[src/cnn_cfg.svh]
`ifndef CNN_CFG_SVH
`define CNN_CFG_SVH

// input frame size in pixels
`define CNN_IMG_COLS 12
`define CNN_IMG_ROWS 12

// square kernel side
`define CNN_K 3

// feature maps computed side by side
`define CNN_MAPS 2

// word sizes
`define CNN_PIX_W 8
`define CNN_COEF_W 8
`define CNN_FEAT_W 16
// nine 8x8 products plus a 16 bit bias fit without overflow
`define CNN_ACC_W 20

// register map in word addresses
`define CNN_AXIL_AW 8
`define CNN_MAP_STRIDE 16
`define CNN_BIAS_IDX 9
`define CNN_FRAMES_ADDR 8'h80

`endif

[src/cnn_pkg.sv]
`include "cnn_cfg.svh"

package cnn_pkg;

	typedef logic signed [`CNN_PIX_W-1:0] pix_t;
	typedef logic signed [`CNN_COEF_W-1:0] coef_t;
	typedef logic signed [`CNN_FEAT_W-1:0] feat_t;

	// one pixel of the raster stream
	typedef struct packed {
		logic valid;
		pix_t pix;
	} pix_beat_t;

	// row-major taps with the oldest row and leftmost column at index 0
	typedef struct packed {
		logic valid;
		pix_t [0:`CNN_K*`CNN_K-1] pix;
	} window_t;

	// tap order matches window_t and the register word index
	typedef struct packed {
		coef_t [0:`CNN_K*`CNN_K-1] w;
		feat_t bias;
	} kernel_t;

	typedef kernel_t [0:`CNN_MAPS-1] kernel_set_t;
	typedef feat_t [0:`CNN_MAPS-1] feat_vec_t;

	// valid-qualified result beat for all maps
	typedef struct packed {
		logic valid;
		logic last;
		feat_vec_t feat;
	} feat_beat_t;

	// axi4-lite master to slave
	typedef struct packed {
		logic [`CNN_AXIL_AW-1:0] awaddr;
		logic awvalid;
		logic [31:0] wdata;
		logic [3:0] wstrb;
		logic wvalid;
		logic bready;
		logic [`CNN_AXIL_AW-1:0] araddr;
		logic arvalid;
		logic rready;
	} axil_req_t;

	// axi4-lite slave to master
	typedef struct packed {
		logic awready;
		logic wready;
		logic [1:0] bresp;
		logic bvalid;
		logic arready;
		logic [31:0] rdata;
		logic [1:0] rresp;
		logic rvalid;
	} axil_rsp_t;

endpackage

[src/max_pool.sv]
`include "cnn_cfg.svh"

module max_pool import cnn_pkg::*; (
	input  logic       clk,
	input  logic       arst_n,
	input  feat_beat_t conv_in,
	output feat_beat_t pool_out
);

	// conv map size after a valid-only convolution
	localparam int CONV_COLS = `CNN_IMG_COLS - `CNN_K + 1;
	localparam int CONV_ROWS = `CNN_IMG_ROWS - `CNN_K + 1;
	localparam int CW = $clog2(CONV_COLS);
	localparam int RW = $clog2(CONV_ROWS);

	logic [CW-1:0] col_q;
	logic [RW-1:0] row_q;
	logic last_col;
	logic last_row;
	// second row and second column of a 2x2 block
	logic fire;

	// even conv row kept for the row below it
	feat_vec_t row_buf [CONV_COLS];
	// previous result on the current row
	feat_vec_t left_q;
	feat_vec_t max_d;
	logic valid_q;
	logic last_q;
	feat_vec_t feat_q;

	function automatic feat_t max2(input feat_t a, input feat_t b);
		return (a > b) ? a : b;
	endfunction

	assign last_col = (col_q == CW'(CONV_COLS - 1));
	assign last_row = (row_q == RW'(CONV_ROWS - 1));
	assign fire = conv_in.valid && row_q[0] && col_q[0];

	// own position count of conv results
	always_ff @(posedge clk or negedge arst_n) begin
		if (!arst_n) begin
			col_q <= '0;
			row_q <= '0;
		end else if (conv_in.valid) begin
			if (last_col) begin
				col_q <= '0;
				row_q <= last_row ? '0 : row_q + 1'b1;
			end else begin
				col_q <= col_q + 1'b1;
			end
		end
	end

	always_ff @(posedge clk) begin
		if (conv_in.valid) begin
			left_q <= conv_in.feat;
			if (!row_q[0]) begin
				row_buf[col_q] <= conv_in.feat;
			end
		end
	end

	// four-way maximum per map over the 2x2 block
	always_comb begin
		for (int m = 0; m < `CNN_MAPS; m++) begin
			max_d[m] = max2(max2(conv_in.feat[m], left_q[m]),
				max2(row_buf[col_q-1'b1][m], row_buf[col_q][m]));
		end
	end

	always_ff @(posedge clk or negedge arst_n) begin
		if (!arst_n) begin
			valid_q <= 1'b0;
			last_q <= 1'b0;
		end else begin
			valid_q <= fire;
			// bottom-right block closes the frame
			last_q <= fire && last_row && last_col;
		end
	end

	always_ff @(posedge clk) begin
		if (fire) begin
			feat_q <= max_d;
		end
	end

	always_comb begin
		pool_out.valid = valid_q;
		pool_out.last = last_q;
		pool_out.feat = feat_q;
	end

endmodule

[config.mk]
export PLATFORM = sky130hd
export DESIGN_NAME = max_pool
export DESIGN_NICKNAME = d
export VERILOG_FILES = /design/src/cnn_pkg.sv /design/src/max_pool.sv
export VERILOG_INCLUDE_DIRS = /design/src
export SDC_FILE = /design/constraint.sdc
export NUM_CORES = 1
export LEC_CHECK = 0
export BUFFER_PORTS_ARGS = -buffer_cell sky130_fd_sc_hd__buf_4
export CAP_MARGIN = 20
export CELL_PAD_IN_SITES_DETAIL_PLACEMENT = 0
export CELL_PAD_IN_SITES_GLOBAL_PLACEMENT = 1
export CORE_MARGIN = 4
export CORE_UTILIZATION = 43
export CTS_BUF_LIST = sky130_fd_sc_hd__clkbuf_8
export DETAILED_ROUTE_END_ITERATION = 8
export GPL_ROUTABILITY_DRIVEN = 0
export MAX_ROUTING_LAYER = met4
export PLACE_DENSITY = 0.65
export RECOVER_POWER = 25
export SLEW_MARGIN = 25
export SYNTH_ARGS = -nofsm -noshare
export SYNTH_HDL_FRONTEND = slang
export SYNTH_SLANG_ARGS = --single-unit
[constraint.sdc]
create_clock -name clk -period 9.3 [get_ports clk]
set_clock_uncertainty 0.2 [all_clocks]
set_input_delay 0.93 -clock clk [delete_from_list [all_inputs] [get_ports clk]]
set_output_delay 0.93 -clock clk [all_outputs]
set_load 0.02 [all_outputs]
==> impl_metrics.py <==
metrics = {
    "status": {
        "status": "completed",
    },
    "synthesis": {
        "yosys.cell_count.top_type": "edfxtp_1",
        "synthTopCellsByArea": "edfxtp_1, mux4_2, mux2i_1, ha_1, mux2_2",
        "synth_top_area_frac": 0.556,
        "synth_cell_types": 56,
        "avgSynthCellArea_sq_um": 15.3,
        "yosysSeqAreaShare": 0.569,
        "ys.flop_type": "edfxtp_1",
        "async_flop_share": 0.0254,
        "yosys_warnings": 0,
        "synth_area_sq_um": 20700,
        "synthCells": 1354,
        "yosys.area.top_type": "edfxtp_1",
        "synth_nets": 1491,
        "yosys-top-cells-count": "edfxtp_1, mux2i_1, mux4_2",
        "ys_ff_latch": 394,
        "synth_edf_count": 384,
    },
    "setup_path": {
        "startpoint": "col_q[1]",
        "crit_chain": "inv_1 > ha_2 > buf_4 > mux4_2 > mux2i_1 > a21oi_1 > ha_1 > o211ai_1 > a2111oi_0 > or4_1 > buf_4 > and3_1 > a21oi_1 > ha_1 > nand4_1 > nor4_1 > a21oi_1 > a21o_1 > and3_1 > buf_4 > mux2i_1",
        "crit_slowest_cell": "ha_2",
        "r2r_start": "col_q[1]",
        "end_kind": "flop",
        "worstPathRequired_ns": 9.45,
        "path_delay_family": "simple AND/OR/NAND/NOR gates",
        "critPathBufInv": 4,
        "cp_data_arrival_time_ns": 8.17,
        "slowest_delay_ns": 0.86,
        "critPathMaxFanout": 35,
        "start_kind": "flop",
        "crit_type": "reg -> reg",
    },
    "grt": {
        "antenna_found_initial": 0,
        "met2_usage": 0.312,
        "grt_pass1_wl_um": 75100,
        "grt_usage": 0.199,
        "grt_use_met1": 0.273,
        "busiest_layer": "met2",
        "grt_remaining_overflow": 0,
        "grt_max_degree": 125,
        "grt_pass1_vias": 12460,
        "grt_util_met3": 0.0313,
    },
    "route": {
        "avgRoutedWirePerCell_um": 23.3,
        "drt_wl_total_um": 49300,
        "drtIter0Drc": 839,
        "viasPerCell": 5.74,
        "drtPass1Iterations": 5,
        "ant_nets": 0,
        "dr_total_vias": 12176,
        "drc": 0,
    },
    "layout": {
        "syn_to_final_growth_pct": 11.9,
        "drive_above_1_share": 0.243,
        "fin_nets": 1586,
        "antenna_cells": 0,
        "design_area_sq_um": 23200,
    },
    "timing": {
        "slew_headroom": 0.428,
        "rsz0062_at_grt": "false",
        "slew_violations": 0,
        "hold_viol_final": 0,
        "clock.fmax_ghz": 0.125,
        "tns_ns": 0,
        "setup_viol_count_final": 0,
        "period_needed_ns": 8.02,
        "tightest_slew_ns": 0.857,
        "timing.final.crit_share": 0.862,
    },
    "worst_hold_path": {
        "hp-class": "reg -> reg",
        "hold_start": "row_q[2]",
    },
    "placed_design": {
        "port_buffers": 68,
        "dp_hpwl_um": 30100,
        "placed_area_sq_um": 22000,
    },
    "floorplanning": {
        "fp.dieW_um": 228,
        "die-area_sq_um": 51800,
        "start_util": 0.435,
        "floorplan.rows": 80,
        "core_sq_um": 47600,
        "pin_count": 70,
        "die_h_um": 228,
    },
    "clock_tree": {
        "insertion_delay_ns": 0.65,
        "cts_setup_buffers": 0,
        "numCtsBuffers": 72,
        "clk_pin_slew_ns": 0.06,
        "clock_sinks": 394,
        "ctsRootBufferMaster": "clkbuf_8",
        "h-tree-depth": 3,
        "cts_tree": "built",
        "clock_path_buffers": 3,
    },
    "flow_run": {
        "drv_cap": 0,
    },
}
[metal layers]
layer | vias to the layer above | part of all wire
li1 | 5578 | -
met1 | 6258 | 0.45
met2 | 283 | 0.48
met3 | 57 | 0.048
met4 | 0 | 0.017
met5 | - | 0
[worst paths after layout]
path,slack [ns],end,depth (start not counted)
max in group asynchronous,8.28,col_q[2],2
max reg2reg,1.28,pool_out[2],21
min reg2reg,0.31,row_q[2],1
min,0.31,row_q[2],1
min in group asynchronous,0.45,col_q[1],2
max,1.28,pool_out[2],21
[worst reg2reg max path: cells and delay by family, from the launching register on]
family / cells / cell delay (ns)
muxes: 3 / 0.73
buffers and inverters: 4 / 1.08
and+or+nand+nor: 5 / 1.87
DFF: 1 / 0.82
AOI/OAI and AO/OA: 6 / 1.49
adders and majority gates: 3 / 1.55
[state kept, by name, indices dropped and copies added, names as in the netlist]
register,flops
pool_out,32
left_q,32
col_q,4
row_buf,320
row_q,4
valid_q,1
last_q,1
[metrics by stage]
step	instances	setup WS, ns	hold slack, ns	util
floorplan	1354	1.76	0.273	-
global placement	1989	1.42	0.293	0.461
detailed placement	1989	1.33	0.313	0.461
CTS	2120	1.29	0.302	0.489
global route	2120	0.839	0.340	0.487
finish	2120	1.28	0.310	0.487
[layout by cell type, fill, tap and decap left out, drive strengths merged, types with 3 or more instances in the layout]
cell,netlist,final
nand2,60,60
nor3,5,5
nand2b,6,6
nor2,10,10
dfrtp,10,10
clkbuf,39,100
o21a,4,4
buf,40,73
nand3,4,4
nor2b,42,42
a211oi,34,34
a21oi,80,80
ha,101,101
and3,4,4
inv,86,110
o21ai,45,45
mux2,35,35
nand4,18,18
edfxtp,384,384
mux2i,144,144
nor4,4,4
clkinv,0,30
a31oi,15,15
xnor2,3,3
a21o,10,10
mux4,128,128
and2,11,11
o211ai,6,6
[timing repair]
item | 4_1_cts | 5_1_grt
hold buffers | 1 | 0
endpoints found under the hold margin | 10 | 0
gates resized for setup | 0 | 0
[layout make-up]
class | count | area (sq um)
fillers | 4175 | 24500
well taps | 615 | 769
repair buffers | 100 | 668
clock buffers | 74 | 1020
clock inverters | 56 | 302
flip-flops and latches | 394 | 11800
inverters | 86 | 323
multi-input cells | 795 | 8320
[cell families after synthesis]
kind of cell | share of synthesized area
compound gates | 0.0632
xor+xnor | 0.00169
fa+ha+maj | 0.0610
buf+inv | 0.0331
flops | 0.569
mux | 0.228
simple gates | 0.0446
Power is left out: the tool's default activity adds up to more than one toggle a clock period on the data nets, which glitch-free logic cannot reach.
