`src/cnn_cfg.svh`:
```
`ifndef CNN_CFG_SVH
`define CNN_CFG_SVH

// input frame size in pixels
`define CNN_IMG_COLS 12
`define CNN_IMG_ROWS 12

// square kernel side
`define CNN_K 3

// feature maps computed side by side
`define CNN_MAPS 2

// word sizes
`define CNN_PIX_W 8
`define CNN_COEF_W 8
`define CNN_FEAT_W 16
// nine 8x8 products plus a 16 bit bias fit without overflow
`define CNN_ACC_W 20

// register map in word addresses
`define CNN_AXIL_AW 8
`define CNN_MAP_STRIDE 16
`define CNN_BIAS_IDX 9
`define CNN_FRAMES_ADDR 8'h80

`endif

```
`src/cnn_pkg.sv`:
```
`include "cnn_cfg.svh"

package cnn_pkg;

	typedef logic signed [`CNN_PIX_W-1:0] pix_t;
	typedef logic signed [`CNN_COEF_W-1:0] coef_t;
	typedef logic signed [`CNN_FEAT_W-1:0] feat_t;

	// one pixel of the raster stream
	typedef struct packed {
		logic valid;
		pix_t pix;
	} pix_beat_t;

	// row-major taps with the oldest row and leftmost column at index 0
	typedef struct packed {
		logic valid;
		pix_t [0:`CNN_K*`CNN_K-1] pix;
	} window_t;

	// tap order matches window_t and the register word index
	typedef struct packed {
		coef_t [0:`CNN_K*`CNN_K-1] w;
		feat_t bias;
	} kernel_t;

	typedef kernel_t [0:`CNN_MAPS-1] kernel_set_t;
	typedef feat_t [0:`CNN_MAPS-1] feat_vec_t;

	// valid-qualified result beat for all maps
	typedef struct packed {
		logic valid;
		logic last;
		feat_vec_t feat;
	} feat_beat_t;

	// axi4-lite master to slave
	typedef struct packed {
		logic [`CNN_AXIL_AW-1:0] awaddr;
		logic awvalid;
		logic [31:0] wdata;
		logic [3:0] wstrb;
		logic wvalid;
		logic bready;
		logic [`CNN_AXIL_AW-1:0] araddr;
		logic arvalid;
		logic rready;
	} axil_req_t;

	// axi4-lite slave to master
	typedef struct packed {
		logic awready;
		logic wready;
		logic [1:0] bresp;
		logic bvalid;
		logic arready;
		logic [31:0] rdata;
		logic [1:0] rresp;
		logic rvalid;
	} axil_rsp_t;

endpackage

```
`src/axil_param_regs.sv`:
```
`include "cnn_cfg.svh"

module axil_param_regs import cnn_pkg::*; (
	input  logic        clk,
	input  logic        arst_n,
	input  axil_req_t   req,
	output axil_rsp_t   rsp,
	input  logic        frame_done,
	output kernel_set_t kernels
);

	localparam int AW = `CNN_AXIL_AW;
	// low address bits pick the word inside one map
	localparam int IDX_W = $clog2(`CNN_MAP_STRIDE);
	localparam int MAP_W = $clog2(`CNN_MAPS);
	localparam logic [1:0] RESP_OKAY = 2'b00;
	localparam logic [1:0] RESP_SLVERR = 2'b10;

	logic awready_q;
	logic bvalid_q;
	logic [1:0] bresp_q;
	logic rvalid_q;
	logic [1:0] rresp_q;
	logic [31:0] rdata_q;
	// completed input frames
	logic [31:0] frames_q;

	logic wr_go;
	logic wr_ok;
	logic [MAP_W-1:0] wr_map;
	logic [IDX_W-1:0] wr_idx;
	logic rd_go;
	logic rd_ok;
	logic [MAP_W-1:0] rd_map;
	logic [IDX_W-1:0] rd_idx;
	logic [31:0] rd_val;

	// true for a weight or bias word of an existing map
	function automatic logic kern_addr(input logic [AW-1:0] addr);
		return (addr[AW-1:IDX_W+MAP_W] == '0) &&
			(addr[IDX_W-1:0] <= IDX_W'(`CNN_BIAS_IDX));
	endfunction

	// take address and data together once no write response is pending
	assign wr_go = req.awvalid && req.wvalid && !bvalid_q && !awready_q;
	assign wr_ok = kern_addr(req.awaddr);
	assign wr_map = req.awaddr[IDX_W +: MAP_W];
	assign wr_idx = req.awaddr[IDX_W-1:0];

	always_ff @(posedge clk or negedge arst_n) begin
		if (!arst_n) begin
			awready_q <= 1'b0;
			bvalid_q <= 1'b0;
		end else begin
			// ready lasts a single cycle
			awready_q <= wr_go;
			if (awready_q) begin
				bvalid_q <= 1'b1;
			end else if (req.bready) begin
				bvalid_q <= 1'b0;
			end
		end
	end

	// counter word and unmapped words answer slverr
	always_ff @(posedge clk) begin
		if (awready_q) begin
			bresp_q <= wr_ok ? RESP_OKAY : RESP_SLVERR;
		end
	end

	// weights and biases change on the accepting cycle
	always_ff @(posedge clk or negedge arst_n) begin
		if (!arst_n) begin
			kernels <= '0;
		end else if (awready_q && wr_ok && |req.wstrb) begin
			if (wr_idx == IDX_W'(`CNN_BIAS_IDX)) begin
				kernels[wr_map].bias <= req.wdata[`CNN_FEAT_W-1:0];
			end else begin
				kernels[wr_map].w[wr_idx] <= req.wdata[`CNN_COEF_W-1:0];
			end
		end
	end

	always_ff @(posedge clk or negedge arst_n) begin
		if (!arst_n) begin
			frames_q <= '0;
		end else if (frame_done) begin
			frames_q <= frames_q + 32'd1;
		end
	end

	// read side takes a new address only while no data is held
	assign rd_go = req.arvalid && !rvalid_q;
	assign rd_map = req.araddr[IDX_W +: MAP_W];
	assign rd_idx = req.araddr[IDX_W-1:0];

	// read mux with sign extension to the bus width
	always_comb begin
		rd_ok = 1'b1;
		rd_val = '0;
		if (req.araddr == `CNN_FRAMES_ADDR) begin
			rd_val = frames_q;
		end else if (!kern_addr(req.araddr)) begin
			rd_ok = 1'b0;
		end else if (rd_idx == IDX_W'(`CNN_BIAS_IDX)) begin
			rd_val = 32'($signed(kernels[rd_map].bias));
		end else begin
			rd_val = 32'($signed(kernels[rd_map].w[rd_idx]));
		end
	end

	always_ff @(posedge clk or negedge arst_n) begin
		if (!arst_n) begin
			rvalid_q <= 1'b0;
		end else if (rd_go) begin
			rvalid_q <= 1'b1;
		end else if (req.rready) begin
			rvalid_q <= 1'b0;
		end
	end

	// data stays put until the master takes it
	always_ff @(posedge clk) begin
		if (rd_go) begin
			rdata_q <= rd_val;
			rresp_q <= rd_ok ? RESP_OKAY : RESP_SLVERR;
		end
	end

	always_comb begin
		rsp.awready = awready_q;
		rsp.wready = awready_q;
		rsp.bresp = bresp_q;
		rsp.bvalid = bvalid_q;
		rsp.arready = !rvalid_q;
		rsp.rdata = rdata_q;
		rsp.rresp = rresp_q;
		rsp.rvalid = rvalid_q;
	end

endmodule

```
`config.mk`:
```
export PLATFORM = sky130hd
export DESIGN_NAME = axil_param_regs
export DESIGN_NICKNAME = d
export VERILOG_FILES = /design/src/cnn_pkg.sv /design/src/axil_param_regs.sv
export VERILOG_INCLUDE_DIRS = /design/src
export SDC_FILE = /design/constraint.sdc
export NUM_CORES = 1
export LEC_CHECK = 0
export ABC_AREA = 1
export ABC_CLOCK_PERIOD_IN_PS = 1600
export BUFFER_PORTS_ARGS = -buffer_cell sky130_fd_sc_hd__buf_2
export CELL_PAD_IN_SITES_DETAIL_PLACEMENT = 0
export CELL_PAD_IN_SITES_GLOBAL_PLACEMENT = 2
export CORE_ASPECT_RATIO = 2
export CORE_MARGIN = 1
export CORE_UTILIZATION = 28
export CTS_CLUSTER_SIZE = 10
export DETAILED_ROUTE_END_ITERATION = 10
export GPL_TIMING_DRIVEN = 0
export HOLD_SLACK_MARGIN = 0.02
export PLACE_DENSITY = 0.72
export SYNTH_ARGS = -nofsm -noshare
export SYNTH_HDL_FRONTEND = slang
export SYNTH_SLANG_ARGS = --single-unit
```
`constraint.sdc`:
```
create_clock -name clk -period 1.6 [get_ports clk]
set_input_delay 0.32 -clock clk [delete_from_list [all_inputs] [get_ports clk]]
set_output_delay 0.32 -clock clk [all_outputs]
set_load 0.005 [all_outputs]
```
==> qor.yml <==
logic_synthesis:
  synth_top_area_share_pct: 41.87
  ys_async_sr_fraction_pct: 86.12
  synthFlopType: "dfrtp_1"
  yosysMostFrequentCell: "nand2_1"
  seq_area_frac_synth_pct: 49.97
  yosys_warnings: 0
  synth_area_per_cell_um2: 7.877
  synth_common_cells: "527 x nand2_1, 211 x dfrtp_1, 150 x inv_1, 146 x nand3_1, 144 x o21ai_0"
  yosys.area.top_type: "dfrtp_1"
  ys_ff_latch: 245
  synth_cells: 1601
  synth_cell_types: 38
  syn_area_um2: 12610
  yosys-top-cells-area: "dfrtp_1 42%, nand2_1 16%, edfxtp_1 8.1%"
  synth-edff-count: 34
pwr:
  power.internal_mw: 10.58
  p_switching_mw: 4.259
  p_sw_share_pct: 28.70
  pwr-share-seq_pct: 45.8
  peakVddDrop_v: 0.0006740
  p_leak_nw: 8.301
  combPwrFrac_pct: 14.3
  powerDensity_nw_per_um2: 889.3
  clkPwrFrac_pct: 40.0
placement:
  place_ws_ns: -0.8956
  io_buffers: 246
  hpwl_um: 47140
  dp_cells: 2404
  routabilityCongestion: 0.9227
cells_and_area:
  fillCellCount: 4706
  nNetsFinal: 2024
  fin_cells: 2528
  multi_input_area_um2: 5672
  area_growth_pct: 32.31
  register_area_um2: 6319
  drive_gt1_share_pct: 29.98
detailed_routing:
  firstDrtPassIters: 8
  drt-initial-drc-count: 624
  routed_via_density: 4.912
  drc_errors: 28
  vias: 12418
  post_drt_wl_per_cell_um: 23.98
  wirelength_um: 60610
  drt.antenna.violating_nets: 0
clock_tree:
  clkLatencyLatePin_ns: 0.57
  cts.clk_slew.worst_paths_ns: 0.06
  tritoncts: "yes"
  htree_levels: 1
  cts_buffers: 28
  numClockSinks: 245
  clock_path_buffers: 3
  cts_root_buf: "clkbuf_16"
floorplanning:
  core_um2: 44320
  fp.dieArea_um2: 45940
  io-pin-count: 277
  start_util_pct: 28.45
  placementRows: 109
  die_height_um: 302.1
  chipWidth_um: 152.1
timing:
  finalWorstSetupSlack_ns: -0.02234
  max_freq_ghz: 0.6164
  tns_ns: -0.03643
  maxSlewHeadroom_pct: 33.54
  timing.final.crit_share_pct: 101.4
  period_minus_slack_ns: 1.622
  tightest_slew_ns: 0.9970
  setup_viol: 4
  skew_ns: 0.01369
  drv_slew: 0
  hold_violations: 0
  rsz0062_at_grt: "yes"
critical_path:
  reg2regPathDepth: 9
  worstSetupPathType: "flop to flop"
  critPathArrivalTime_ns: 2.06
  max_stage_delay_ns: 0.42
  critPathMaxFanout: 4
  cp-end-kind: "flop"
  cp_top_family: "simple AND/OR/NAND/NOR gates"
  worstSetupPathDepth: 9
  crit_slowest_cell: "dfrtp_1"
  worstPathRequired_ns: 2.04
  worst-path-buf-inv: 1
  startpoint: "frames_q[1]"
  rr_startpoint: "frames_q[1]"
  path_cells: "ha_4 > inv_2 > nor3_4 > nand2_2 > nor2_4 > nand2_2 > nor2_4 > nand2_1 > xor2_1"
  cp-start-kind: "flop"
global_routing:
  grt-ovfl-total: 0
  grt_pass1_vias: 12820
  grt_max_degree: 111
  grt_pass1_wl_um: 85580
  antenna_found_initial: 2
  grt_usage_pct: 26.08
outcome:
  outcome: "complete, but fails checks"
  failed_checks: "design-rule violations, negative setup slack"
hold_path:
  hold_path.class: "input pin to flop"
  min_path_cells: 3
  hold_start: "req[24]"
job:
  max_cap_viol_count: 0
==> per-stage QoR <==
step | cell area [um^2] | hold WS, ns | total power, mW | util [%]
detailed placement | 14600 | 0.4553 | 8.596 | 32.94
CTS | 15950 | 0.02912 | 14.81 | 35.98
global placement | 14560 | 0.4546 | 8.566 | 32.86
finish | 16680 | 0.04284 | 14.84 | 37.64
floorplan | 12640 | 0.02441 | 7.698 | -
global route | 16680 | 0.06342 | 15.39 | 37.64
==> power by group through the flow <==
stage	clock network (mW)	registers, mW	logic (mW)
floorplan	0	6.86	0.836
global route	6.27	6.82	2.30
detailed placement	0	6.92	1.67
global placement	0	6.92	1.65
CTS	6.06	6.79	1.96
finish	5.93	6.79	2.12
==> layout make-up <==
type,instances,share of cell area (%)
tap,555,4.162
sequential,245,37.87
buffer,90,3.795
timing repair buffer,326,11.78
antenna,2,0.03000
timing repair inverter,1,0.04499
clock buffer,38,4.612
inverter,160,3.712
multi-input combinational,1111,33.99
==> metal layers <==
| layer | GRT usage, % | vias to the layer above | routed length, um |
|---|---|---|---|
| li1 | - | 5903 | - |
| met1 | 23.40 | 5927 | 19090 |
| met2 | 54.11 | 441 | 34790 |
| met3 | 3.052 | 147 | 2608 |
| met4 | 16.59 | 0 | 4123 |
| met5 | 0 | - | 0 |
==> placed cells by master (no fill, tap or decap), types with 15 or more instances in the layout <==
cell / synthesis / routed
inv_1: 150 / 123
clkbuf_1: 28 / 31
o211ai_1: 42 / 42
clkbuf_16: 0 / 30
buf_4: 13 / 82
edfxtp_1: 34 / 34
o21ai_0: 144 / 106
o21ai_1: 49 / 80
buf_6: 7 / 17
inv_2: 8 / 34
nand2_1: 527 / 482
nor2_1: 68 / 57
buf_2: 41 / 266
nand2_2: 3 / 47
dfrtp_1: 211 / 197
nand3_1: 146 / 135
nor2_4: 10 / 28
a21oi_1: 15 / 15
==> timing repair <==
item,CTS,global route
hold buffers,10,0
pin swaps,13,52
gates cloned,3,4
gates resized for setup,93,166
buffers inserted,22,45
hold endpoints to repair,110,0
setup endpoints to repair,262,286
==> path summary, 6_finish.rpt <==
path / end / slack, ns
setup / recovery: frames_q[14] / -0.02
hold / removal: kernels[96] / 0.04
setup reg to reg: frames_q[14] / -0.02
hold reg to reg: awready_q / 0.48
max in group asynchronous: kernels[143] / 0.25
min in group asynchronous: rvalid_q / 0.28
==> kinds of logic after synthesis <==
group	count (synthesis)	synth area share, %
adder cells (fa/ha/maj)	1	0.09920
XOR/XNOR	27	1.875
AND/OR/NAND/NOR	812	27.82
flip-flops	245	49.97
other	1	0.02974
AO/OA/AOI/OAI	265	11.52
buffers and inverters	250	8.691
==> sequential cells by signal (all words and copies together) (netlist names) <==
name	cells
rdata_q	32
rvalid_q	1
bvalid_q	1
rresp_q	1
frames_q	32
bresp_q	1
kernels	176
awready_q	1
==> worst register-to-register path: stages (launching register included) <==
cell     delay (ns)
dfrtp_1        0.42
ha_4           0.16
inv_2          0.04
nor3_4         0.13
nand2_2        0.10
nor2_4         0.15
nand2_2        0.10
nor2_4         0.14
nand2_1        0.08
xor2_1         0.16
No activity file was read; power rests on OpenSTA's default activity.
