## src/cnn_cfg.svh

```systemverilog
`ifndef CNN_CFG_SVH
`define CNN_CFG_SVH

// input frame size in pixels
`define CNN_IMG_COLS 12
`define CNN_IMG_ROWS 12

// square kernel side
`define CNN_K 3

// feature maps computed side by side
`define CNN_MAPS 2

// word sizes
`define CNN_PIX_W 8
`define CNN_COEF_W 8
`define CNN_FEAT_W 16
// nine 8x8 products plus a 16 bit bias fit without overflow
`define CNN_ACC_W 20

// register map in word addresses
`define CNN_AXIL_AW 8
`define CNN_MAP_STRIDE 16
`define CNN_BIAS_IDX 9
`define CNN_FRAMES_ADDR 8'h80

`endif

```

## src/cnn_pkg.sv

```systemverilog
`include "cnn_cfg.svh"

package cnn_pkg;

	typedef logic signed [`CNN_PIX_W-1:0] pix_t;
	typedef logic signed [`CNN_COEF_W-1:0] coef_t;
	typedef logic signed [`CNN_FEAT_W-1:0] feat_t;

	// one pixel of the raster stream
	typedef struct packed {
		logic valid;
		pix_t pix;
	} pix_beat_t;

	// row-major taps with the oldest row and leftmost column at index 0
	typedef struct packed {
		logic valid;
		pix_t [0:`CNN_K*`CNN_K-1] pix;
	} window_t;

	// tap order matches window_t and the register word index
	typedef struct packed {
		coef_t [0:`CNN_K*`CNN_K-1] w;
		feat_t bias;
	} kernel_t;

	typedef kernel_t [0:`CNN_MAPS-1] kernel_set_t;
	typedef feat_t [0:`CNN_MAPS-1] feat_vec_t;

	// valid-qualified result beat for all maps
	typedef struct packed {
		logic valid;
		logic last;
		feat_vec_t feat;
	} feat_beat_t;

	// axi4-lite master to slave
	typedef struct packed {
		logic [`CNN_AXIL_AW-1:0] awaddr;
		logic awvalid;
		logic [31:0] wdata;
		logic [3:0] wstrb;
		logic wvalid;
		logic bready;
		logic [`CNN_AXIL_AW-1:0] araddr;
		logic arvalid;
		logic rready;
	} axil_req_t;

	// axi4-lite slave to master
	typedef struct packed {
		logic awready;
		logic wready;
		logic [1:0] bresp;
		logic bvalid;
		logic arready;
		logic [31:0] rdata;
		logic [1:0] rresp;
		logic rvalid;
	} axil_rsp_t;

endpackage

```

## src/line_window.sv

```systemverilog
`include "cnn_cfg.svh"

module line_window import cnn_pkg::*; (
	input  logic      clk,
	input  logic      arst_n,
	input  pix_beat_t pix_in,
	output window_t   window,
	output logic      frame_done
);

	localparam int K = `CNN_K;
	localparam int COLS = `CNN_IMG_COLS;
	localparam int CW = $clog2(`CNN_IMG_COLS);
	localparam int RW = $clog2(`CNN_IMG_ROWS);

	// position of the pixel on the input right now
	logic [CW-1:0] col_q;
	logic [RW-1:0] row_q;
	logic last_col;
	logic last_row;

	// one line buffer per earlier window row, index 0 is the oldest row
	pix_t line_q [K-1][COLS];
	// window columns left of the incoming pixel, index 0 is leftmost
	pix_t [0:K-1] hist_q [K-1];
	// column completed by this pixel, oldest row first
	pix_t [0:K-1] cur;

	assign last_col = (col_q == CW'(COLS - 1));
	assign last_row = (row_q == RW'(`CNN_IMG_ROWS - 1));

	// pulse with the final pixel of each frame
	assign frame_done = pix_in.valid && last_col && last_row;

	// raster counters wrap at the frame end
	always_ff @(posedge clk or negedge arst_n) begin
		if (!arst_n) begin
			col_q <= '0;
			row_q <= '0;
		end else if (pix_in.valid) begin
			if (last_col) begin
				col_q <= '0;
				row_q <= last_row ? '0 : row_q + 1'b1;
			end else begin
				col_q <= col_q + 1'b1;
			end
		end
	end

	// stored rows above plus the live pixel at the bottom
	always_comb begin
		for (int r = 0; r < K - 1; r++) begin
			cur[r] = line_q[r][col_q];
		end
		cur[K-1] = pix_in.pix;
	end

	// each buffer moves up one row and the window shifts left
	always_ff @(posedge clk) begin
		if (pix_in.valid) begin
			for (int r = 0; r < K - 1; r++) begin
				line_q[r][col_q] <= cur[r+1];
			end
			for (int c = 0; c < K - 2; c++) begin
				hist_q[c] <= hist_q[c+1];
			end
			hist_q[K-2] <= cur;
		end
	end

	// window is only meaningful once a full kernel fits above and left
	always_comb begin
		window.valid = pix_in.valid && (row_q >= RW'(K - 1)) && (col_q >= CW'(K - 1));
		for (int r = 0; r < K; r++) begin
			for (int c = 0; c < K - 1; c++) begin
				window.pix[r*K+c] = hist_q[c][r];
			end
			// rightmost tap comes straight from this column
			window.pix[r*K+K-1] = cur[r];
		end
	end

endmodule

```

## config.mk

```make
export PLATFORM = sky130hd
export DESIGN_NAME = line_window
export DESIGN_NICKNAME = d
export VERILOG_FILES = /design/src/cnn_pkg.sv /design/src/line_window.sv
export VERILOG_INCLUDE_DIRS = /design/src
export SDC_FILE = /design/constraint.sdc
export NUM_CORES = 1
export LEC_CHECK = 0
export ABC_AREA = 1
export BUFFER_PORTS_ARGS = -buffer_cell sky130_fd_sc_hd__buf_2
export CORE_MARGIN = 1.5
export CORE_UTILIZATION = 45
export CTS_CLUSTER_DIAMETER = 50
export DETAILED_ROUTE_END_ITERATION = 8
export PLACE_DENSITY = 0.74
export SYNTH_ARGS = -nofsm -noshare
export SYNTH_HDL_FRONTEND = slang
export SYNTH_SLANG_ARGS = --single-unit
```

## constraint.sdc

```tcl
create_clock -name clk -period 5.1 [get_ports clk]
set_input_delay 0.51 -clock clk [delete_from_list [all_inputs] [get_ports clk]]
set_output_delay 0.51 -clock clk [all_outputs]
set_load 0.02 [all_outputs]
```

==> impl_metrics.env, run 1 <==
export IMPL_hpwl_um=12600
export IMPL_timing_critical_path_mode_cell="nand2_1"
export IMPL_finalHoldViolCount=0
export IMPL_yosysSeqAreaShare=0.710
export IMPL_die_area_um2=24100
export IMPL_fin_crit_ps=3650
export IMPL_drcViolationCount=0
export IMPL_reg2reg_to="line_q[0][98]"
export IMPL_n_antenna_cell=0
export IMPL_fin_tns_setup_ps=0
export IMPL_drv_slew=0
export IMPL_routedWlPerCell_um=16.6
export IMPL_port_buffers=84
export IMPL_cts_root_buf="clkbuf_16"
export IMPL_dp_slack_ps=2000
export IMPL_grt_overflow=0
export IMPL_status="finished clean"
export IMPL_setup_worst_path_end="window[29]"
export IMPL_hold_ws_ps=306
export IMPL_max_freq_ghz=0.274
export IMPL_ios=85
export IMPL_crit_type="register to output port"
export IMPL_regToRegSetupSlack_ps=2020
export IMPL_grtUsageTotal=0.190
export IMPL_required_ps=4590
export IMPL_synth_xor_area_share=0.000839
export IMPL_avgViaCountPerCell=4.97
export IMPL_rsz0062_at_grt="no"
export IMPL_cts_buffers=28
export IMPL_maxSlewHeadroom=0.305
export IMPL_chipWidth_um=155
export IMPL_syn_avg_cell_area_um2=11.0
export IMPL_endpoint_kind="output port"
export IMPL_cp_depth=8
export IMPL_place_area_um2=11100
export IMPL_path_buf_inv=3
export IMPL_setup_viol=0
export IMPL_cp_max_fo=66
export IMPL_grt_pass1_wl_um=35200
export IMPL_setup_slack_ps=1450
export IMPL_critical_path_cell_chain="buf_4 -> buf_4 -> nand2_1 -> nand3_1 -> nand2_1 -> nand2_1 -> nand3_1 -> buf_2"
export IMPL_ys_warn_count=0
export IMPL_synthAdderAreaFrac=0.00719
export IMPL_fill_cells=1925
export IMPL_mostFrequentLayoutCell="nand2_1"
export IMPL_antenna_found_initial=0
export IMPL_synth_fp_nets=969
export IMPL_drtAntennaViolNets=0
export IMPL_synthMuxAreaShare=0
export IMPL_synthSimpleGateAreaFrac=0.177
export IMPL_die_h_um=155
export IMPL_cts_tree="done"
export IMPL_register_area_um2=7410
export IMPL_multi_input_area_um2=1970
export IMPL_power_density_nw_per_um2=587
export IMPL_vias=6692
export IMPL_drt_total_wl_um=22300
export IMPL_cts_setup_buffers=0
export IMPL_start_util=0.460
export IMPL_arrival_ps=3140
export IMPL_core_um2=22700
export IMPL_r2r_start="col_q[0]"
export IMPL_nNetsFinal=1057
export IMPL_dr_pass1_iters=5
export IMPL_num_rows=55
export IMPL_critical_path_max_stage_delay_ps=580
export IMPL_htreeDepth=1
export IMPL_postLayoutCoreUtil=0.528
export IMPL_area_growth_pct=14.8
export IMPL_p_leak_nw=5.40
export IMPL_final_cell_mix="nand2_1, edfxtp_1, inv_1, nand3_1, buf_2"
export IMPL_grt_max_degree=74
export IMPL_synthCells=952
export IMPL_clockBufferDepth=3
export IMPL_yosysUniqueCellTypes=22
export IMPL_gp_congestion=0.823
export IMPL_ys_ff_latch=248
export IMPL_first_iter_violations=645
export IMPL_crit_family="buffers and inverters"
export IMPL_cp_slowest_cell="buf_4"
export IMPL_clk_pin_slew_worst_paths_ps=60
export IMPL_synth_top_family_by_area="simple AND/OR/NAND/NOR gates"
export IMPL_fin_skew_ps=11.4
export IMPL_hold_class="input pin to register"
export IMPL_clkLatencyLatePin_ps=540
export IMPL_finalCritPeriodShare=0.717
export IMPL_r2r_cells=7
export IMPL_max_cap_viol_count=0
export IMPL_synth_compound_area_share=0.00312
export IMPL_fin_area_um2=12000
export IMPL_peakVddDrop_v=0.000339
export IMPL_worst_pin_slew_ps=1040
export IMPL_grt_pass1_vias=6716
export IMPL_synth_area_um2=10400
export IMPL_startpoint="col_q[0]"
export IMPL_cts_sinks=248
export IMPL_layout_drive_gt1_share=0.145
export IMPL_start_kind="register"
[repair_timing]
item / 4_1_cts / 5_1_grt
hold buffers: 1 / 0
hold endpoints to repair: 8 / 0
gates resized for setup: 0 / 0
[sequential cells by signal (all words and copies together) (netlist names)]
| register | flops |
|---|---|
| hist_q | 48 |
| col_q | 4 |
| line_q | 192 |
| row_q | 4 |
[how the worst min path moves through the flow]
| stage | start | end | cells past startpoint |
|---|---|---|---|
| after floorplan | arst_n | col_q[0] | 0 |
| after global placement | arst_n | row_q[3] | 1 |
| after detailed placement | arst_n | row_q[3] | 1 |
| after CTS | pix_in[8] | col_q[1] | 2 |
| after global routing | pix_in[8] | col_q[0] | 2 |
| final | pix_in[8] | col_q[1] | 2 |
[cells by family after synthesis]
logic type,count (synthesis)
AND/OR/NAND/NOR,441
flip-flops,248
adder cells (fa/ha/maj),6
buffers and inverters,250
AO/OA/AOI/OAI,6
XOR/XNOR,1
[through the flow]
stage / std cells / power [W]
after global placement: 1294 / 0.00503
after global routing: 1346 / 0.00737
after detailed placement: 1294 / 0.00508
after CTS: 1346 / 0.00708
final: 1346 / 0.00703
after floorplan: 952 / 0.00439
[synthesized netlist by cell type]
cell      number  area, um^2
buf_2         24         120
buf_4         11        82.6
buf_6          7        78.8
clkbuf_1       2        7.51
dfrtp_1        8         200
edfxtp_1     240        7210
ha_1           6        75.1
inv_1        201         754
inv_2          4        15.0
inv_4          1        6.26
nand2_1      298        1120
nand2_4        2        22.5
nand3_1      117         586
nor2_1        18        67.6
nor2_4         1        11.3
nor2_8         1        20.0
nor3_1         2        10.0
nor3b_1        1        7.51
o21ai_0        5        25.0
o21bai_1       1        7.51
or2_1          1        6.26
xor2_1         1        8.76
[power by group]
group | switching, W | leakage (nW) | internal (W) | total (W)
clock network | 0.000796 | 0.453 | 0.00119 | 0.00199
logic | 0.00158 | 2.63 | 0.000529 | 0.00211
registers | 0.000103 | 2.31 | 0.00283 | 0.00294
total | 0.00248 | 5.40 | 0.00455 | 0.00703
[per-layer routing]
layer / vias to the layer above / wire length (um) / global-route usage
met2: 290 / 11100 / 0.329
met1: 3157 / 8670 / 0.236
met4: 0 / 716 / 0.0776
li1: 3185 / - / -
met5: - / 0 / 0
met3: 60 / 1790 / 0.0329
[layout make-up]
class	count	area share
multi-input combinational	454	0.164
clock buffer	32	0.0615
tap	285	0.0298
sequential	248	0.618
inverter	206	0.0647
clock inverter	19	0.0151
timing repair buffer	102	0.0466
[worst reg2reg max path, stage by stage (launching register included)]
cell	delay [ps]
dfrtp_2	380
buf_4	580
buf_4	490
ha_1	240
nand2_1	100
inv_1	130
nand2_4	80
inv_1	690
No activity file was read; power rests on OpenSTA's default activity.
==> run 2, diff against run 1 <==
--- a/config.mk
+++ b/config.mk
@@ -12,7 +12,7 @@
 export CORE_UTILIZATION = 45
 export CTS_CLUSTER_DIAMETER = 50
 export DETAILED_ROUTE_END_ITERATION = 8
-export PLACE_DENSITY = 0.74
+export PLACE_DENSITY = 0.76
 export SYNTH_ARGS = -nofsm -noshare
 export SYNTH_HDL_FRONTEND = slang
 export SYNTH_SLANG_ARGS = --single-unit
==> constraint.sdc (replaced) <==
create_clock -name clk -period 3.14 [get_ports clk]
set_input_delay 0.314 -clock clk [delete_from_list [all_inputs] [get_ports clk]]
set_output_delay 0.314 -clock clk [all_outputs]
set_load 0.02 [all_outputs]
==> impl_metrics.env, run 2 (same netlist as run 1, synthesis figures left out) <==
export IMPL_final_cell_mix="nand2_1, edfxtp_1, inv_1, nand3_1, buf_2"
export IMPL_die_area_um2=24100
export IMPL_die_h_um=155
export IMPL_mostFrequentLayoutCell="nand2_1"
export IMPL_crit_type="register to output port"
export IMPL_first_iter_violations=540
export IMPL_start_kind="register"
export IMPL_dr_pass1_iters=5
export IMPL_clk_pin_slew_worst_paths_ps=60
export IMPL_area_growth_pct=16.5
export IMPL_drv_slew=0
export IMPL_reg_top3="line_q: 192 flops, hist_q: 48 flops"
export IMPL_cts_root_buf="clkbuf_16"
export IMPL_drtAntennaViolNets=0
export IMPL_routedWlPerCell_um=16.1
export IMPL_antenna_found_initial=0
export IMPL_cts_buffers=28
export IMPL_peakVddDrop_v=0.000517
export IMPL_arrival_ps=2590
export IMPL_dp_slack_ps=792
export IMPL_grt_pass1_vias=6539
export IMPL_port_buffers=84
export IMPL_gp_congestion=0.817
export IMPL_r2r_cells=4
export IMPL_avgViaCountPerCell=4.89
export IMPL_regMostFlops="line_q"
export IMPL_setup_slack_ps=235
export IMPL_rsz0062_at_grt="no"
export IMPL_largest_reg_flops=192
export IMPL_core_um2=22700
export IMPL_ios=85
export IMPL_p_total_w=0.0116
export IMPL_clockBufferDepth=3
export IMPL_n_antenna_cell=0
export IMPL_cts_sinks=248
export IMPL_layout_drive_gt1_share=0.159
export IMPL_htreeDepth=1
export IMPL_finalHoldViolCount=0
export IMPL_start_util=0.460
export IMPL_finalCritPeriodShare=0.925
export IMPL_nNetsFinal=1075
export IMPL_max_cap_viol_count=0
export IMPL_fin_tns_setup_ps=0
export IMPL_chipWidth_um=155
export IMPL_hold_class="input pin to register"
export IMPL_required_ps=2830
export IMPL_cp_max_fo=85
export IMPL_regToRegSetupSlack_ps=800
export IMPL_num_rows=55
export IMPL_power_density_nw_per_um2=950
export IMPL_worst_pin_slew_ps=729
export IMPL_endpoint_kind="output port"
export IMPL_setup_viol=0
export IMPL_maxSlewHeadroom=0.512
export IMPL_cts_tree="done"
export IMPL_drt_total_wl_um=21900
export IMPL_hpwl_um=12800
export IMPL_stdcell_count=1364
export IMPL_grt_max_degree=86
export IMPL_max_freq_ghz=0.344
export IMPL_p_leak_nw=5.50
export IMPL_fin_crit_ps=2900
export IMPL_whs_path_depth=1
export IMPL_grt_pass1_wl_um=34200
export IMPL_status="finished clean"
export IMPL_grt_overflow=0
export IMPL_dp_cells=1312
export IMPL_post_cts_resized=0
export IMPL_fin_skew_ps=12.0
export IMPL_drcViolationCount=0
export IMPL_grtUsageTotal=0.184
export IMPL_vias=6669
export IMPL_clkLatencyLatePin_ps=530
-- run 2: metal layers --
layer	global-route usage	part of all wire
met2	0.320	0.49
met5	0	0
met4	0.0703	0.029
met3	0.0318	0.078
met1	0.231	0.40
-- run 2: critical path: stages, from the launching register on --
cell,delay (ps)
dfrtp_2,750
inv_4,190
buf_12,270
nand2_1,100
nand3_1,70
nand2_1,90
nand2_1,50
nand3_1,90
buf_4,200
buf_2,190
-- run 2: worst paths after layout --
check                               from             end
max in group asynchronous         arst_n        col_q[0]
max                             col_q[0]      window[28]
max reg2reg                     col_q[0]   line_q[0][32]
min reg2reg                hist_q[0][42]   hist_q[0][18]
min                            pix_in[4]  line_q[0][132]
min in group asynchronous         arst_n        row_q[0]
-- run 2: where the power goes --
| group | leakage (nW) | internal, W | switching (W) | total [W] |
|---|---|---|---|---|
| combinational | 2.73 | 0.00103 | 0.00250 | 0.00353 |
| clock | 0.447 | 0.00195 | 0.00128 | 0.00323 |
| sequential | 2.31 | 0.00458 | 0.000207 | 0.00479 |
| total | 5.50 | 0.00756 | 0.00399 | 0.0116 |
-- run 2: area by class of cell --
type / instances / area, um^2
Sequential cell: 248 / 7410
Clock buffer: 36 / 752
Clock inverter: 15 / 170
Inverter: 206 / 776
Timing Repair Buffer: 120 / 731
Multi-Input combinational cell: 454 / 1970
Fill cell: 1883 / 10500
Tap cell: 285 / 357
-- run 2: repair_timing --
action / CTS / global route
hold buffers: 1 / 0
setup buffers: 0 / 0
hold endpoints to repair: 8 / 0
-- run 2: stage by stage --
stage	cell area [um^2]	hold slack [ps]	utilization
after global routing	12200	135	0.536
after CTS	12200	129	0.536
after global placement	11200	170	0.494
after detailed placement	11200	168	0.494
after floorplan	10400	18.4	-
final	12200	141	0.536
